## src/source/rv_exec_cfg.svh

```systemverilog
`ifndef RV_EXEC_CFG_SVH
`define RV_EXEC_CFG_SVH

// datapath
`define XLEN 64

// decoded operation buffer, power of two
`define OP_FIFO_DEPTH 4

// host port
`define AXIL_ADDR_W 12

// register map
`define INST_ADDR   12'h000
`define REG_BASE    12'h400
`define STATUS_ADDR 12'h800

`endif

```

## src/source/rv_exec_pkg.sv

```systemverilog
`include "rv_exec_cfg.svh"

package rv_exec_pkg;

    typedef enum logic [6:0] {
        OP        = 7'b0110011, // add, sub
        OP_IMM    = 7'b0010011, // addi, sltiu, srai
        OP_32     = 7'b0111011, // addw
        OP_IMM_32 = 7'b0011011, // addiw
        LUI       = 7'b0110111,
        SYSTEM    = 7'b1110011  // ebreak only
    } opcode_e;

    typedef enum logic [2:0] {
        ADD    = 3'd0,
        SUB    = 3'd1,
        SLTU   = 3'd2,
        SRA    = 3'd3,
        PASS_B = 3'd4
    } alu_op_e;

    typedef struct packed {
        logic [6:0] funct7;
        logic [4:0] rs2;
        logic [4:0] rs1;
        logic [2:0] funct3;
        logic [4:0] rd;
        logic [6:0] opcode;
    } r_view_t;

    typedef struct packed {
        logic [11:0] imm12;
        logic [4:0]  rs1;
        logic [2:0]  funct3;
        logic [4:0]  rd;
        logic [6:0]  opcode;
    } i_view_t;

    typedef union packed {
        r_view_t r;
        i_view_t i;
    } inst_word_u;

    typedef struct packed {
        alu_op_e          alu_op;
        logic             use_imm; // imm replaces rs2
        logic             word_op; // 32-bit result, sign-extended
        logic [4:0]       rs1;
        logic [4:0]       rs2;
        logic [4:0]       rd;
        logic [`XLEN-1:0] imm;
        logic             halt;
    } exec_op_t;

    typedef struct packed {
        logic [5:0]  spare;
        logic [15:0] retired_cnt;
        logic [7:0]  unknown_cnt;
        logic        halted;
        logic        busy;
    } status_t;

endpackage

```

## src/source/op_fifo.sv

```systemverilog
`include "rv_exec_cfg.svh"

module op_fifo import rv_exec_pkg::*; (
    input  logic     clk,
    input  logic     rst_n,
    input  logic     push,
    input  exec_op_t push_op,
    output logic     full,
    input  logic     pop,
    output exec_op_t head_op,
    output logic     empty
);

    localparam int DEPTH = `OP_FIFO_DEPTH;
    localparam int AW    = $clog2(DEPTH);

    exec_op_t      mem [DEPTH];
    logic [AW:0]   wr_ptr; // extra bit tells full from empty
    logic [AW:0]   rd_ptr;
    logic          do_push;
    logic          do_pop;

    assign empty   = wr_ptr == rd_ptr;
    assign full    = (wr_ptr[AW] != rd_ptr[AW]) && (wr_ptr[AW-1:0] == rd_ptr[AW-1:0]);
    assign do_push = push && !full;
    assign do_pop  = pop && !empty;
    assign head_op = mem[rd_ptr[AW-1:0]];

    always_ff @(posedge clk) begin
        if (do_push) begin
            mem[wr_ptr[AW-1:0]] <= push_op;
        end
    end

    always_ff @(posedge clk or negedge rst_n) begin
        if (!rst_n) begin
            wr_ptr <= '0;
            rd_ptr <= '0;
        end else begin
            if (do_push) begin
                wr_ptr <= wr_ptr + 1'b1;
            end
            if (do_pop) begin
                rd_ptr <= rd_ptr + 1'b1;
            end
        end
    end

endmodule

```

## config.mk

```make
export PLATFORM = sky130hd
export DESIGN_NAME = op_fifo
export DESIGN_NICKNAME = d
export VERILOG_FILES = /design/src/source/rv_exec_pkg.sv /design/src/source/op_fifo.sv
export VERILOG_INCLUDE_DIRS = /design/src /design/src/source
export SDC_FILE = /design/constraint.sdc
export NUM_CORES = 1
export LEC_CHECK = 0
export BUFFER_PORTS_ARGS = -buffer_cell sky130_fd_sc_hd__buf_2
export CORE_MARGIN = 10
export CORE_UTILIZATION = 51
export CTS_CLUSTER_SIZE = 30
export DETAILED_ROUTE_END_ITERATION = 6
export PLACE_DENSITY = 0.87
export SYNTH_ARGS = -nofsm -noshare
export SYNTH_HDL_FRONTEND = slang
export SYNTH_SLANG_ARGS = --single-unit
```

## constraint.sdc

```tcl
create_clock -name clk -period 3.9 [get_ports clk]
set_input_delay 0.39 -clock clk [delete_from_list [all_inputs] [get_ports clk]]
set_output_delay 0.39 -clock clk [all_outputs]
set_load 0.03 [all_outputs]
```

==> results.tsv <==
metric	value	unit
run_status	finished clean	
tightest_slew	1142	ps
ir_drop	0.7109	mV
path_buf_inv	2	
yosysTopAreaCell	edfxtp_1	
diodes	0	
rsz0062_at_grt	false	
drv_cap	0	
syn_area	12720	µm²
layout.nets	788	
fmax	318.7	MHz
track_usage	15.28	%
hold_buffers	1	
grt_pass1_wl	37.26	mm
worstSkewPairLatency	490	ps
clk_pin_slew_worst_paths	60	ps
wl	24.33	mm
portBuffers	175	
worstPathRequired	3510	ps
synth_seq_cells	346	
drt-wirelength-per-cell	23.37	µm
end_kind	output pin	
placedCellCount	980	
core	24460	µm²
start_util	52.01	%
drt-initial-drc-count	453	
syn_area_per_cell	25.81	µm²
cts_resized	0	
max_stage_delay	850	ps
crit_family	buffers and inverters	
avgViaCountPerCell	5.546	
synth_cells	493	
drc	0	
finalNonFillerCells	1041	
firstDrtPassIters	4	
drive_gt1_share	44.07	%
drv_slew	0	
seq_area_frac_synth	81.42	%
area_delta_synth_final	18.25	%
numCtsBuffers	35	
antenna_found_initial	0	
grt_pass1_vias	6318	
fin_tns_setup	0	ps
critPathKind	reg2out	
final_cell_area	15050	µm²
row_count	57	
drtAntennaViolNets	0	
p_total	12.37	mW
synth_warnings	0	
cp_slowest_cell	buf_4	
setup_viol	0	
cts.path.max_buffers	3	
die_x	178.0	µm
dieHeight	178.0	µm
io-pin-count	176	
gp_congestion	0.6795	
synth_nets	587	
path_cells	buf_4 -> xor2_1 -> nor3_1 -> buf_2	
dieArea	31670	µm²
dp_hpwl	14.90	mm
startpoint_type	register	
cts_tree	yes	
synth_top_area_share	80.24	%
synth_cell_types	26	
leakage	5.083	nW
cts_root_buffer	clkbuf_16	
hold_path.class	in2reg	
post_cts_buffers	0	
max-slew-margin-rel	23.86	%
period_share	80.47	%
path_max_fanout	76	
placed_area	14010	µm²
hold_viol_final	0	
hold_ws	108.8	ps
finalCriticalPeriod	3138	ps
via_count	5773	
netlist_top_cells_area	edfxtp_1 (80%), mux4_2 (15%), dfrtp_1 (1.2%)	
htree_levels	2	
gr-total-overflow	0	
numClockSinks	346	
cp.arrival	2750	ps
grt_max_degree	89	
skew	11.44	ps
powerDensity	822.2	nW/µm²
-- cells in the mapped netlist (all sizes together) --
library cell  number
a211oi             2
a21o               1
a21oi              4
a31oi              2
and2               1
and3               3
buf               18
clkbuf             2
dfrtp              6
edfxtp           340
ha                 5
inv                4
mux4              85
nand2              1
nand2b             2
nand3              2
nor2               1
nor3               1
o31ai              4
xnor2              5
xor2               4
-- final cells by class --
cell class / instances / area, µm²
multi-input combinational: 123 / 2238
timing repair buffer: 184 / 996.0
clock buffer: 49 / 970.9
clock inverter: 11 / 52.55
inverter: 4 / 15.01
tap: 324 / 405.4
fill: 1642 / 9417
sequential: 346 / 10370
-- stage by stage --
step / setup WS (ps) / utilization, %
after floorplan: 521.8 / -
after global routing: 613.8 / 61.51
after detailed placement: 1277 / 57.28
final: 761.9 / 61.51
after global placement: 1247 / 57.28
after CTS: 721.4 / 61.51
-- report_power, final --
group	internal, mW	switching [mW]
Sequential	4.95	0.222
Combinational	1.49	2.72
Clock	1.73	1.25
-- worst register-to-register path, stage by stage (launching register included) --
cell	delay [ps]
dfrtp_4	600
xnor2_1	590
nand3_1	250
and3_4	450
buf_12	310
-- cell usage in the layout, fill, tap and decap left out, drive strengths merged --
cell / n
inv: 5
nand2b: 2
buf: 183
xor2: 4
dlygate4sd3: 1
nand3: 2
a211oi: 2
clkinv: 9
nor2: 1
and3: 3
nand2: 1
ha: 5
and2: 1
edfxtp: 340
a31oi: 2
mux4: 85
a21oi: 4
clkinvlp: 1
clkbuf: 49
o31ai: 4
xnor2: 5
nor3: 1
dfrtp: 6
a21o: 1
-- logic make-up (layout without fill, tap and decap cells) --
group / after synthesis / count (layout) / share of synthesized area [%]
fa+ha+maj: 5 / 5 / 0.4917
flops: 346 / 346 / 81.42
simple gates: 11 / 11 / 0.4720
compound gates: 13 / 13 / 0.7179
buf+inv: 24 / 248 / 1.170
mux: 85 / 85 / 15.05
xor+xnor: 9 / 9 / 0.6786
-- flip-flops by register name, summed over array words and instances, names as in the netlist --
name	flops
wr_ptr	3
rd_ptr	3
mem	340
-- path summary, 6_finish.rpt --
kind | from | end | slack, ps | depth (start not counted)
hold / removal | push_op[10] | mem[1][10] | 110 | 1
hold reg to reg | wr_ptr[2] | wr_ptr[2] | 560 | 1
max in group asynchronous | rst_n | rd_ptr[1] | 3420 | 2
setup / recovery | rd_ptr[1] | empty | 760 | 4
setup reg to reg | rd_ptr[1] | mem[0][56] | 1390 | 4
min in group asynchronous | rst_n | rd_ptr[0] | 290 | 2
-- per-layer routing --
layer / GRT usage (%) / vias to the layer above / part of all wire (%)
li1: - / 2531 / -
met1: 19.90 / 3009 / 40
met2: 25.20 / 199 / 51
met3: 3.952 / 34 / 7.4
met4: 3.994 / 0 / 1.7
met5: 0 / - / 0
No activity file was read; power rests on OpenSTA's default activity.
