**src/source/rv_exec_cfg.svh**
```systemverilog
`ifndef RV_EXEC_CFG_SVH
`define RV_EXEC_CFG_SVH

// datapath
`define XLEN 64

// decoded operation buffer, power of two
`define OP_FIFO_DEPTH 4

// host port
`define AXIL_ADDR_W 12

// register map
`define INST_ADDR   12'h000
`define REG_BASE    12'h400
`define STATUS_ADDR 12'h800

`endif

```
**src/source/rv_exec_pkg.sv**
```systemverilog
`include "rv_exec_cfg.svh"

package rv_exec_pkg;

    typedef enum logic [6:0] {
        OP        = 7'b0110011, // add, sub
        OP_IMM    = 7'b0010011, // addi, sltiu, srai
        OP_32     = 7'b0111011, // addw
        OP_IMM_32 = 7'b0011011, // addiw
        LUI       = 7'b0110111,
        SYSTEM    = 7'b1110011  // ebreak only
    } opcode_e;

    typedef enum logic [2:0] {
        ADD    = 3'd0,
        SUB    = 3'd1,
        SLTU   = 3'd2,
        SRA    = 3'd3,
        PASS_B = 3'd4
    } alu_op_e;

    typedef struct packed {
        logic [6:0] funct7;
        logic [4:0] rs2;
        logic [4:0] rs1;
        logic [2:0] funct3;
        logic [4:0] rd;
        logic [6:0] opcode;
    } r_view_t;

    typedef struct packed {
        logic [11:0] imm12;
        logic [4:0]  rs1;
        logic [2:0]  funct3;
        logic [4:0]  rd;
        logic [6:0]  opcode;
    } i_view_t;

    typedef union packed {
        r_view_t r;
        i_view_t i;
    } inst_word_u;

    typedef struct packed {
        alu_op_e          alu_op;
        logic             use_imm; // imm replaces rs2
        logic             word_op; // 32-bit result, sign-extended
        logic [4:0]       rs1;
        logic [4:0]       rs2;
        logic [4:0]       rd;
        logic [`XLEN-1:0] imm;
        logic             halt;
    } exec_op_t;

    typedef struct packed {
        logic [5:0]  spare;
        logic [15:0] retired_cnt;
        logic [7:0]  unknown_cnt;
        logic        halted;
        logic        busy;
    } status_t;

endpackage

```
**src/source/inst_decoder.sv**
```systemverilog
`include "rv_exec_cfg.svh"

module inst_decoder import rv_exec_pkg::*; (
    input  logic       clk,
    input  logic       rst_n,
    input  inst_word_u inst,
    input  logic       inst_valid,
    output logic       inst_ready,
    output exec_op_t   op,
    output logic       op_valid,
    input  logic       op_full,
    output logic       unknown_pulse
);

    opcode_e          opc;
    logic [`XLEN-1:0] i_imm;
    exec_op_t         dec;
    logic             dec_unknown;
    logic             take;

    assign opc        = opcode_e'(inst.r.opcode);
    assign i_imm      = {{(`XLEN-12){inst.i.imm12[11]}}, inst.i.imm12};
    assign inst_ready = !op_valid || !op_full; // empty or draining this cycle
    assign take       = inst_valid && inst_ready;

    always_comb begin
        dec         = '0;
        dec_unknown = 1'b0;
        dec.rs1     = inst.r.rs1;
        dec.rs2     = inst.r.rs2;
        dec.rd      = inst.r.rd;
        case (opc)
            OP: begin
                case (inst.r.funct3)
                    3'b000: begin
                        if (inst.r.funct7 == 7'b0000000) begin
                            dec.alu_op = ADD;
                        end else if (inst.r.funct7 == 7'b0100000) begin
                            dec.alu_op = SUB;
                        end else begin
                            dec_unknown = 1'b1;
                        end
                    end
                    default: dec_unknown = 1'b1;
                endcase
            end
            OP_IMM: begin
                dec.use_imm = 1'b1;
                dec.imm     = i_imm;
                case (inst.i.funct3)
                    3'b000: dec.alu_op = ADD;  // addi
                    3'b011: dec.alu_op = SLTU; // sltiu, imm compared unsigned
                    3'b101: begin
                        if (inst.i.imm12[11:6] == 6'b010000) begin // srai only
                            dec.alu_op = SRA;
                            dec.imm    = {{(`XLEN-6){1'b0}}, inst.i.imm12[5:0]};
                        end else begin
                            dec_unknown = 1'b1;
                        end
                    end
                    default: dec_unknown = 1'b1;
                endcase
            end
            OP_32: begin
                dec.word_op = 1'b1;
                if (inst.r.funct3 == 3'b000 && inst.r.funct7 == 7'b0000000) begin
                    dec.alu_op = ADD; // addw
                end else begin
                    dec_unknown = 1'b1;
                end
            end
            OP_IMM_32: begin
                dec.word_op = 1'b1;
                dec.use_imm = 1'b1;
                dec.imm     = i_imm;
                if (inst.i.funct3 == 3'b000) begin
                    dec.alu_op = ADD; // addiw
                end else begin
                    dec_unknown = 1'b1;
                end
            end
            LUI: begin
                dec.alu_op  = PASS_B;
                dec.use_imm = 1'b1;
                dec.imm     = {{(`XLEN-32){inst.i.imm12[11]}}, inst.i.imm12,
                               inst.i.rs1, inst.i.funct3, 12'b0};
            end
            SYSTEM: begin
                if (inst.i.imm12 == 12'h001 && inst.i.rs1 == 5'd0 &&
                    inst.i.funct3 == 3'b000 && inst.i.rd == 5'd0) begin
                    dec.halt = 1'b1; // ebreak
                end else begin
                    dec_unknown = 1'b1;
                end
            end
            default: dec_unknown = 1'b1;
        endcase
    end

    always_ff @(posedge clk or negedge rst_n) begin
        if (!rst_n) begin
            op_valid      <= 1'b0;
            unknown_pulse <= 1'b0;
        end else begin
            unknown_pulse <= take && dec_unknown;
            if (take) begin
                op_valid <= !dec_unknown;
            end else if (!op_full) begin
                op_valid <= 1'b0;
            end
        end
    end

    always_ff @(posedge clk) begin
        if (take && !dec_unknown) begin
            op <= dec;
        end
    end

endmodule

```
**config.mk**
```make
export PLATFORM = sky130hd
export DESIGN_NAME = inst_decoder
export DESIGN_NICKNAME = d
export VERILOG_FILES = /design/src/source/rv_exec_pkg.sv /design/src/source/inst_decoder.sv
export VERILOG_INCLUDE_DIRS = /design/src /design/src/source
export SDC_FILE = /design/constraint.sdc
export NUM_CORES = 1
export LEC_CHECK = 0
export BUFFER_PORTS_ARGS = -buffer_cell sky130_fd_sc_hd__buf_2
export CORE_MARGIN = 2
export CORE_UTILIZATION = 45
export CTS_CLUSTER_DIAMETER = 120
export CTS_CLUSTER_SIZE = 28
export DETAILED_ROUTE_END_ITERATION = 7
export GPL_TIMING_DRIVEN = 0
export PLACE_DENSITY = 0.89
export SLEW_MARGIN = 5
export SYNTH_ARGS = -nofsm -noshare
export SYNTH_HDL_FRONTEND = slang
export SYNTH_SLANG_ARGS = --single-unit
export TNS_END_PERCENT = 1
```
**constraint.sdc**
```tcl
create_clock -name clk -period 3.7 [get_ports clk]
set_clock_uncertainty 0.1 [all_clocks]
set_input_delay 0.74 -clock clk [delete_from_list [all_inputs] [get_ports clk]]
set_output_delay 0.74 -clock clk [all_outputs]
set_load 0.05 [all_outputs]
```
==> results.md <==
* Die Ht at 78.22 um
* Post-synth top flop: edfxtp_1
* Crit path time final at 3.201 ns
* Starting density of the core at 45.86%
* F_max at 0.3124 GHz
* Die width at 78.22 um
* EDFF count, synth at 53
* Dpl cells at 368
* Slack of the critical path at 0.4995 ns
* Worst path slowest cell: nor2_4
* Antenna cell count at 0
* Synthesized instance count at 174
* Int Power at 842.8 uW
* Clock share of power at 30.5%
* Static Leak at 0.001762 uW
* Cell Pwr Density at 329.1 nW/um^2
* Switching power total at 240.1 uW
* Grt ovf at 0
* CP Class: input port to register
* Startpoint types: input port
* Final Hold Viols at 0
* Final WL at 5.385 mm
* Via density at 4.653
* RSZ-0062 raised after global routing: no
* Post-synthesis sequential area ratio at 66.23%
* Area share of the largest cell type after synthesis at 64.21%
* FF-to-FF setup slack at 1.89 ns
* Final setup violation count at 0
* # fillers at 445
* CTS root buffer: clkbuf_8
* Max-slew headroom at 37.89%
* Drt pass-1 iters at 4
* VDD IR max at 0.1859 mV
* RePlAce Congestion at 0.7574
* Number of global-route vias before repair at 1705
* Nets at 340
* Die ar. at 6118 um^2
* Most common cell after layout, fill and taps aside: buf_2
* Total GRT Usage at 17.52%
* Crit Path Max Fanout at 26
* First-pass GRT wire length at 8.266 mm
* Ys Warns at 0
* Routed length per placed instance at 14.28 um
* CTS tree: done
* Comb pwr share at 6.7%
* Setup bufs post-CTS at 0
* CP peak stage delay at 0.59 ns
* Core area at 5405 um^2
* Clock latency on the worst-skew pair at 0.30 ns
* WP data required at 3.54 ns
* Max Root-Sink Buffers at 2
* DRC Markers at 0
* I/O pins at 124
* Initial antenna violation count at 0
* Min-delay worst type: input port to async pin
* Total number of vias at 1754
* Layout cells sized above 1 at 57.38%
* Sw frac at 22.17%
* Post-DP HPWL at 3.960 mm
* Mapped Area at 2479 um^2
* Worst EP arrival at 3.04 ns
* Clock Pin Slew Worst Setup and Hold Paths at 0.09 ns
* Worst Max-Slew Pin Slew at 0.9317 ns
* Async set-or-reset flop fraction in the synthesized netlist at 3.636%
* # port buffers at 122
* Worst setup EP type: register
* Avg Cell Area, Syn at 14.24 um^2
* Pre-CTS WS at -0.4223 ns
* MaxCap Viol Count at 0
* Synth area leaders: edfxtp_1 (64%), buf_4 (9.7%), a21o_1 (5.8%), and2_1 (3.0%), nor4b_1 (2.1%)
* Synth Register Bits at 55
* Max Slew Vio Count at 0
* # clock sinks at 55
* Largest net degree at the start of global routing at 34
* Synth area leader: edfxtp_1
* Final ANT Viol Nets at 0
* Most frequent cells in the layout: buf_2 (122), edfxtp_1 (53), buf_4 (32)
* Crit path cell chain: buf_2 > nor4b_1 > nand4_1 > a311o_1 > or4_4 > nor2_4
* Area growth, synth to finish at 32.76%
* H-tree lvl count at 2
* Post-synthesis cell type count at 34
* Status: completed
* Final Cycle Share at 86.50%
* Register share of total power at 62.8%
* Num CTS Buffers at 5
* Non-Filler Instances at 377
* Net Count, Synth at 210
* DRT iter0 DRCs at 74
* Site Rows at 27
==> cells by family after synthesis <==
group                    after synthesis  synth area share, %
AO/OA/AOI/OAI                         25                7.724
XOR/XNOR                               2               0.7068
adder cells (fa/ha/maj)                1               0.4543
buffers and inverters                 40                10.90
flip-flops                            55                66.23
AND/OR/NAND/NOR                       51                13.98
==> worst paths after layout <==
check	from	endpoint	cells past startpoint
max	inst[24]	op[0]	6
min	rst_n	op_valid	1
min in group clk	op_valid	op_valid	2
max reg2reg	op_valid	op[0]	3
min reg2reg	op_valid	op_valid	2
max in group asynchronous	rst_n	unknown_pulse	1
==> power by group through the flow <==
| stage | Combinational, uW | Clock [uW] | Sequential, uW |
|---|---|---|---|
| 2_1_floorplan | 22.8 | 0 | 705 |
| 3_3_place_gp | 69.2 | 0 | 695 |
| 3_5_place_dp | 71.5 | 0 | 695 |
| 4_1_cts | 72.8 | 339 | 680 |
| 5_1_grt | 78.7 | 362 | 681 |
| 6_report | 72.3 | 330 | 680 |
==> cell usage after synthesis (all sizes together), types with 2 or more instances <==
| master | instances |
|---|---|
| nor4b | 7 |
| and2 | 12 |
| a21o | 19 |
| or2 | 2 |
| inv | 2 |
| nor2 | 7 |
| dfrtp | 2 |
| edfxtp | 53 |
| or4 | 5 |
| clkbuf | 6 |
| nand2 | 3 |
| nor2b | 2 |
| nand3 | 2 |
| buf | 32 |
| nor4 | 5 |
==> critical path, delay by kind of cell <==
| kind | cells | cell delay, ns |
|---|---|---|
| compound gates | 1 | 0.39 |
| buf+inv | 1 | 0.12 |
| simple gates | 4 | 1.79 |
==> state kept, by name (all words and copies together) (netlist names) <==
register,flops
op,53
unknown_pulse,1
op_valid,1
==> per-stage QoR <==
step / instance area, um^2 / TNS (ns) / util [%] / hold WS, ns / power [uW]
3_3_place_gp: 3187 / -20.71 / 58.96 / 0.4051 / 763.9
4_1_cts: 3291 / 0 / 60.88 / 0.09145 / 1093
3_5_place_dp: 3187 / -22.27 / 58.96 / 0.4124 / 766.3
2_1_floorplan: 2486 / 0 / - / 0.3444 / 727.6
6_report: 3291 / 0 / 60.88 / 0.1030 / 1083
5_1_grt: 3291 / 0 / 60.88 / 0.09172 / 1122
==> metal layers <==
layer  global-route usage, %  up-vias  routed length (um)
met3                   3.678        8                 331
met5                       0        -                   0
met1                   20.06      802                2121
li1                        -      876                   -
met4                   4.912        0                  69
met2                   32.93       68                2863
==> repair_timing <==
action | 4_1_cts | 5_1_grt
hold endpoints to repair | 0 | 0
hold buffers | 0 | 0
gates resized for setup | 1 | 0
endpoints found under the setup margin | 53 | 0
==> layout make-up <==
type                            instances  area, um^2  share of cell area, %
Tap cell                               72       90.09                  2.738
Inverter                                2       7.507                 0.2281
Buffer                                 38       262.8                  7.985
Clock buffer                            5       68.82                  2.091
Timing Repair Buffer                  122       610.6                  18.56
Sequential cell                        55        1642                  49.89
Clock inverter                          3       23.77                 0.7224
Multi-Input combinational cell         80       585.6                  17.79
(Power assumes the default switching activity.)
