**config.mk**
```make
export PLATFORM = sky130hd
export DESIGN_NAME = axil_inst_port
export DESIGN_NICKNAME = d
export VERILOG_FILES = /design/src/source/rv_exec_pkg.sv /design/src/source/axil_inst_port.sv
export VERILOG_INCLUDE_DIRS = /design/src /design/src/source
export SDC_FILE = /design/constraint.sdc
export NUM_CORES = 1
export LEC_CHECK = 0
export BUFFER_PORTS_ARGS = -buffer_cell sky130_fd_sc_hd__buf_4
export CAP_MARGIN = 20
export CORE_MARGIN = 10
export CORE_UTILIZATION = 42
export CTS_CLUSTER_DIAMETER = 80
export CTS_CLUSTER_SIZE = 30
export DETAILED_ROUTE_END_ITERATION = 6
export PLACE_DENSITY_LB_ADDON = 0.1
export SETUP_SLACK_MARGIN = 0.2
export SYNTH_ARGS = -nofsm -noshare
export SYNTH_HDL_FRONTEND = slang
export SYNTH_SLANG_ARGS = --single-unit
export TNS_END_PERCENT = 10
```
**constraint.sdc**
```tcl
create_clock -name clk -period 2.23 [get_ports clk]
set_input_delay 0.1115 -clock clk [delete_from_list [all_inputs] [get_ports clk]]
set_output_delay 0.1115 -clock clk [all_outputs]
set_load 0.1 [all_outputs]
```
**src/source/rv_exec_cfg.svh**
```systemverilog
`ifndef RV_EXEC_CFG_SVH
`define RV_EXEC_CFG_SVH

// datapath
`define XLEN 64

// decoded operation buffer, power of two
`define OP_FIFO_DEPTH 4

// host port
`define AXIL_ADDR_W 12

// register map
`define INST_ADDR   12'h000
`define REG_BASE    12'h400
`define STATUS_ADDR 12'h800

`endif

```
**src/source/rv_exec_pkg.sv**
```systemverilog
`include "rv_exec_cfg.svh"

package rv_exec_pkg;

    typedef enum logic [6:0] {
        OP        = 7'b0110011, // add, sub
        OP_IMM    = 7'b0010011, // addi, sltiu, srai
        OP_32     = 7'b0111011, // addw
        OP_IMM_32 = 7'b0011011, // addiw
        LUI       = 7'b0110111,
        SYSTEM    = 7'b1110011  // ebreak only
    } opcode_e;

    typedef enum logic [2:0] {
        ADD    = 3'd0,
        SUB    = 3'd1,
        SLTU   = 3'd2,
        SRA    = 3'd3,
        PASS_B = 3'd4
    } alu_op_e;

    typedef struct packed {
        logic [6:0] funct7;
        logic [4:0] rs2;
        logic [4:0] rs1;
        logic [2:0] funct3;
        logic [4:0] rd;
        logic [6:0] opcode;
    } r_view_t;

    typedef struct packed {
        logic [11:0] imm12;
        logic [4:0]  rs1;
        logic [2:0]  funct3;
        logic [4:0]  rd;
        logic [6:0]  opcode;
    } i_view_t;

    typedef union packed {
        r_view_t r;
        i_view_t i;
    } inst_word_u;

    typedef struct packed {
        alu_op_e          alu_op;
        logic             use_imm; // imm replaces rs2
        logic             word_op; // 32-bit result, sign-extended
        logic [4:0]       rs1;
        logic [4:0]       rs2;
        logic [4:0]       rd;
        logic [`XLEN-1:0] imm;
        logic             halt;
    } exec_op_t;

    typedef struct packed {
        logic [5:0]  spare;
        logic [15:0] retired_cnt;
        logic [7:0]  unknown_cnt;
        logic        halted;
        logic        busy;
    } status_t;

endpackage

```
**src/source/axil_inst_port.sv**
```systemverilog
`include "rv_exec_cfg.svh"

module axil_inst_port import rv_exec_pkg::*; (
    input  logic                    clk,
    input  logic                    rst_n,
    input  logic [`AXIL_ADDR_W-1:0] awaddr,
    input  logic                    awvalid,
    output logic                    awready,
    input  logic [31:0]             wdata,
    input  logic [3:0]              wstrb,
    input  logic                    wvalid,
    output logic                    wready,
    output logic [1:0]              bresp,
    output logic                    bvalid,
    input  logic                    bready,
    input  logic [`AXIL_ADDR_W-1:0] araddr,
    input  logic                    arvalid,
    output logic                    arready,
    output logic [31:0]             rdata,
    output logic [1:0]              rresp,
    output logic                    rvalid,
    input  logic                    rready,
    output inst_word_u              inst,
    output logic                    inst_valid,
    input  logic                    inst_ready,
    input  logic                    unknown_pulse,
    output logic [4:0]              reg_raddr,
    input  logic [`XLEN-1:0]        reg_rdata,
    input  logic                    halted,
    input  logic                    idle,
    input  logic                    fifo_empty,
    input  logic [15:0]             retired_cnt
);

    localparam logic [1:0]  RESP_OKAY   = 2'b00;
    localparam logic [1:0]  RESP_SLVERR = 2'b10;
    localparam int unsigned REG_SPAN    = 32 * 8;

    logic                    aw_inst;
    logic                    wr_fire;
    logic [`AXIL_ADDR_W-1:0] reg_off;
    logic                    rd_pend;
    logic                    rd_reg;
    logic                    rd_hi;
    logic                    rd_status;
    logic [7:0]              unknown_cnt;
    status_t                 status;

    assign aw_inst    = (awaddr == `INST_ADDR) && (wstrb == 4'hf);
    assign inst       = wdata;
    assign inst_valid = awvalid && wvalid && !bvalid && aw_inst;
    assign wr_fire    = awvalid && wvalid && !bvalid && (aw_inst ? inst_ready : 1'b1);
    assign awready    = wr_fire;
    assign wready     = wr_fire;

    assign reg_off   = araddr - `REG_BASE;
    assign reg_raddr = reg_off[7:3]; // 8 bytes per register
    assign arready   = arvalid && !rd_pend && !rvalid;

    always_comb begin
        status             = '0;
        status.busy        = !halted && !(fifo_empty && idle); // halted core never drains
        status.halted      = halted;
        status.unknown_cnt = unknown_cnt;
        status.retired_cnt = retired_cnt;
    end

    always_ff @(posedge clk or negedge rst_n) begin
        if (!rst_n) begin
            bvalid      <= 1'b0;
            bresp       <= RESP_OKAY;
            unknown_cnt <= '0;
        end else begin
            if (wr_fire) begin
                bvalid <= 1'b1;
                bresp  <= aw_inst ? RESP_OKAY : RESP_SLVERR;
            end else if (bready) begin
                bvalid <= 1'b0;
            end
            if (unknown_pulse) begin
                unknown_cnt <= unknown_cnt + 8'd1;
            end
        end
    end

    always_ff @(posedge clk or negedge rst_n) begin
        if (!rst_n) begin
            rd_pend   <= 1'b0;
            rd_reg    <= 1'b0;
            rd_hi     <= 1'b0;
            rd_status <= 1'b0;
            rvalid    <= 1'b0;
            rresp     <= RESP_OKAY;
            rdata     <= '0;
        end else begin
            rd_pend <= arready; // register file answers next cycle
            if (arready) begin
                rd_reg    <= (reg_off < REG_SPAN) && (reg_off[1:0] == 2'b00);
                rd_hi     <= reg_off[2];
                rd_status <= araddr == `STATUS_ADDR;
            end
            if (rd_pend) begin
                rvalid <= 1'b1;
                rresp  <= (rd_reg || rd_status) ? RESP_OKAY : RESP_SLVERR;
                if (rd_reg) begin
                    rdata <= rd_hi ? reg_rdata[`XLEN-1:32] : reg_rdata[31:0];
                end else if (rd_status) begin
                    rdata <= status;
                end else begin
                    rdata <= '0;
                end
            end else if (rready) begin
                rvalid <= 1'b0;
            end
        end
    end

endmodule

```
==> results by group <==
Status
  – Outcome: finished, final reports clean

STA
  – RSZ-0062 raised after global routing: false
  – FMAX: 0.578 GHz
  – Final worst-path cycle share: 0.776
  – Skew final: 0.00837 ns
  – Hold Vio Cnt, Final: 0
  – Final setup margin: 0.499 ns
  – Final setup fails: 0
  – Slew headroom: 0.583
  – Worst-margin pin slew: 0.622 ns
  – Max Slew Vio Count: 0
  – Min cycle time layout: 1.73 ns

Critical path
  – Worst EP required: 2.12 ns
  – RR Endpoint: rdata[21]
  – R2r setup slk: 0.64 ns
  – CP Capture Type: primary output
  – R2R cell count: 4
  – WP data arrival: 1.62 ns
  – Crit-path max FO: 4
  – WS Path Type: primary input to primary output
  – Type of origin of the critical path: primary input
  – Reg2Reg Launch Point: rd_hi

Layout
  – Post-route cell area: 3910 um2
  – Nets: 556
  – Biggest register: rdata
  – Max reg flops: 32
  – Largest regs: rdata: 32 flops, unknown_cnt: 8 flops
  – Share of cells above drive strength 1: 0.532
  – Final core occ: 0.613
  – Final antenna diode count: 0
  – Commonest non-fill, non-tap cell in the layout: buf_4
  – Most frequent cells in the layout: buf_4, dfrtp_1, mux2_2, nor2_1, a21oi_1
  – P&R area growth vs syn: 40.7%

Place
  – Pre-CTS WS: 0.485 ns
  – Routability cong.: 0.794
  – Dpl cell area: 3810 um2
  – Count of input and output buffers: 164
  – Hpwl dp: 7120 um

Power
  – Pwr Total: 0.00469 W
  – PwrDens: 1200 nW/um2
  – Worst VDD drop: 0.000781 V
  – LEAKAGE: 1.87 nW

Global routing
  – Vias in the first global route: 2753
  – Total grt overflow: 0
  – First-pass GRT wire length: 13600 um
  – Initial antenna violation count: 0
  – Met1 usage: 0.165
  – Grt met3 use: 0.0953
  – Largest net degree at the start of global routing: 49
  – Met2 usage: 0.280
  – Total GRT Usage: 0.163
  – Most used routing layer: met2

Worst hold path
  – Hold path startpoint: unknown_pulse
  – HP Class: primary input to flop
  – WHS Path Cells: 2
  – Min-Delay Endpoint: unknown_cnt[0]

Drt
  – Avg Vias per Cell: 5.16
  – Detailed router's first-iteration violation count: 73
  – DRC viols: 0
  – WL per Instance: 18.1 um
  – WL final: 8730 um
  – Vias: 2484
  – DRT Pass-1 Iters: 4
  – Antenna Nets Post-Route: 0

Die
  – DIE WIDTH: 101 um
  – Floorplan core area: 6390 um2
  – Initial Util: 0.436
  – I/O Pins: 231
  – Die ar.: 10300 um2
  – # rows: 29
  – Die height: 101 um

CTS
  – Clk pin slew, worst setup/hold paths: 0.09 ns
  – Clock Path Buffers: 2
  – Number of gates resized after cts: 0
  – Clock root cell: clkbuf_8
  – TritonCTS clock tree: yes
  – CTS buffer count: 5
  – Sink Count: 48
  – Skew-Pair Late Insertion Delay: 0.30 ns
  – Htree depth: 2

Job
  – MaxCap Viol Count: 0

Synthesis
  – Synthesized instance count: 280
  – Synth cell types: 34
  – Sequential area share after synthesis: 0.432
  – Synthesis Warnings: 0
  – Area leader, netlist: dfrtp_1
  – Synthesized cell area: 2780 um2
  – Avg Cell Area, Syn: 9.93 um2
  – Top cell type's share of synthesized area: 0.432
  – #FFs+latches synth: 48
  – Synth top area cells: dfrtp_1, mux2_2, buf_4
-- per-layer routing --
metal,up-vias,part of all wire
met3,20,0.13
met4,0,0.015
met2,112,0.50
met1,1156,0.35
li1,1196,-
met5,-,0
-- repair_timing --
item	in CTS	in global routing
endpoints found under the hold margin	48	0
setup buffers	0	0
hold buffers	1	0
-- through the flow --
| stage | TNS [ns] | std cells | hold WS (ns) |
|---|---|---|---|
| floorplan | -0.416 | 281 | -0.184 |
| global placement | 0 | 472 | 0.162 |
| detailed placement | 0 | 472 | 0.167 |
| CTS | 0 | 481 | 0.0195 |
| global route | 0 | 481 | 0.0128 |
| finish | 0 | 481 | 0.0230 |
-- report_power, final --
group | total, W | leakage [nW] | switching (W) | internal, W
clock | 0.000540 | 0.0445 | 0.000287 | 0.000252
sequential | 0.00135 | 0.590 | 0.000214 | 0.00114
combinational | 0.00279 | 1.24 | 0.00205 | 0.000749
-- final cells by class --
| cell class | instances | area (um2) |
|---|---|---|
| Tap cell | 77 | 96.3 |
| Clock inverter | 1 | 7.51 |
| Clock buffer | 7 | 86.3 |
| Inverter | 12 | 45.0 |
| Multi-Input combinational cell | 164 | 1180 |
| Timing Repair Buffer | 172 | 1290 |
| Fill cell | 564 | 2470 |
| Sequential cell | 48 | 1200 |
-- critical path: stages --
cell	delay, ns
buf_4	0.11
or4_4	0.54
nor4_4	0.38
nor2b_2	0.19
buf_4	0.29
-- worst max path at each step --
stage / end / cells after the start / from / slack [ns]
2_1_floorplan: wready / 4 / bvalid / -0.28
3_3_place_gp: inst_valid / 5 / awaddr[2] / 0.50
3_5_place_dp: inst_valid / 5 / awaddr[2] / 0.48
4_1_cts: inst_valid / 5 / awaddr[2] / 0.48
5_1_grt: inst_valid / 5 / awaddr[2] / 0.44
6_report: inst_valid / 5 / awaddr[2] / 0.50
-- logic make-up after synthesis --
group | count (synthesis) | synth area share
AO/OA/AOI/OAI | 63 | 0.142
XOR/XNOR | 7 | 0.0220
adder cells (fa/ha/maj) | 1 | 0.00450
buffers and inverters | 69 | 0.150
flip-flops | 48 | 0.432
multiplexers | 35 | 0.139
other | 1 | 0.00135
AND/OR/NAND/NOR | 56 | 0.110
-- cell usage after synthesis (all sizes together) --
cell type and number:
a21o 1, ha 1, a22oi 24, a32oi 1, nor2 29, o21ai 3, o22ai 6, conb 1
and3 1, nor2b 2, mux2i 6, buf 47, nand4 5, clkbuf 10, nand3 2, a31oi 1
mux2 29, nand4b 3, xnor2 4, a21oi 26, or4b 1, inv 12, nor3b 1, or4 2
dfrtp 48, o221ai 1, nor4 3, nand2 6, nor4b 1, xor2 3
(Power assumes the default switching activity.)
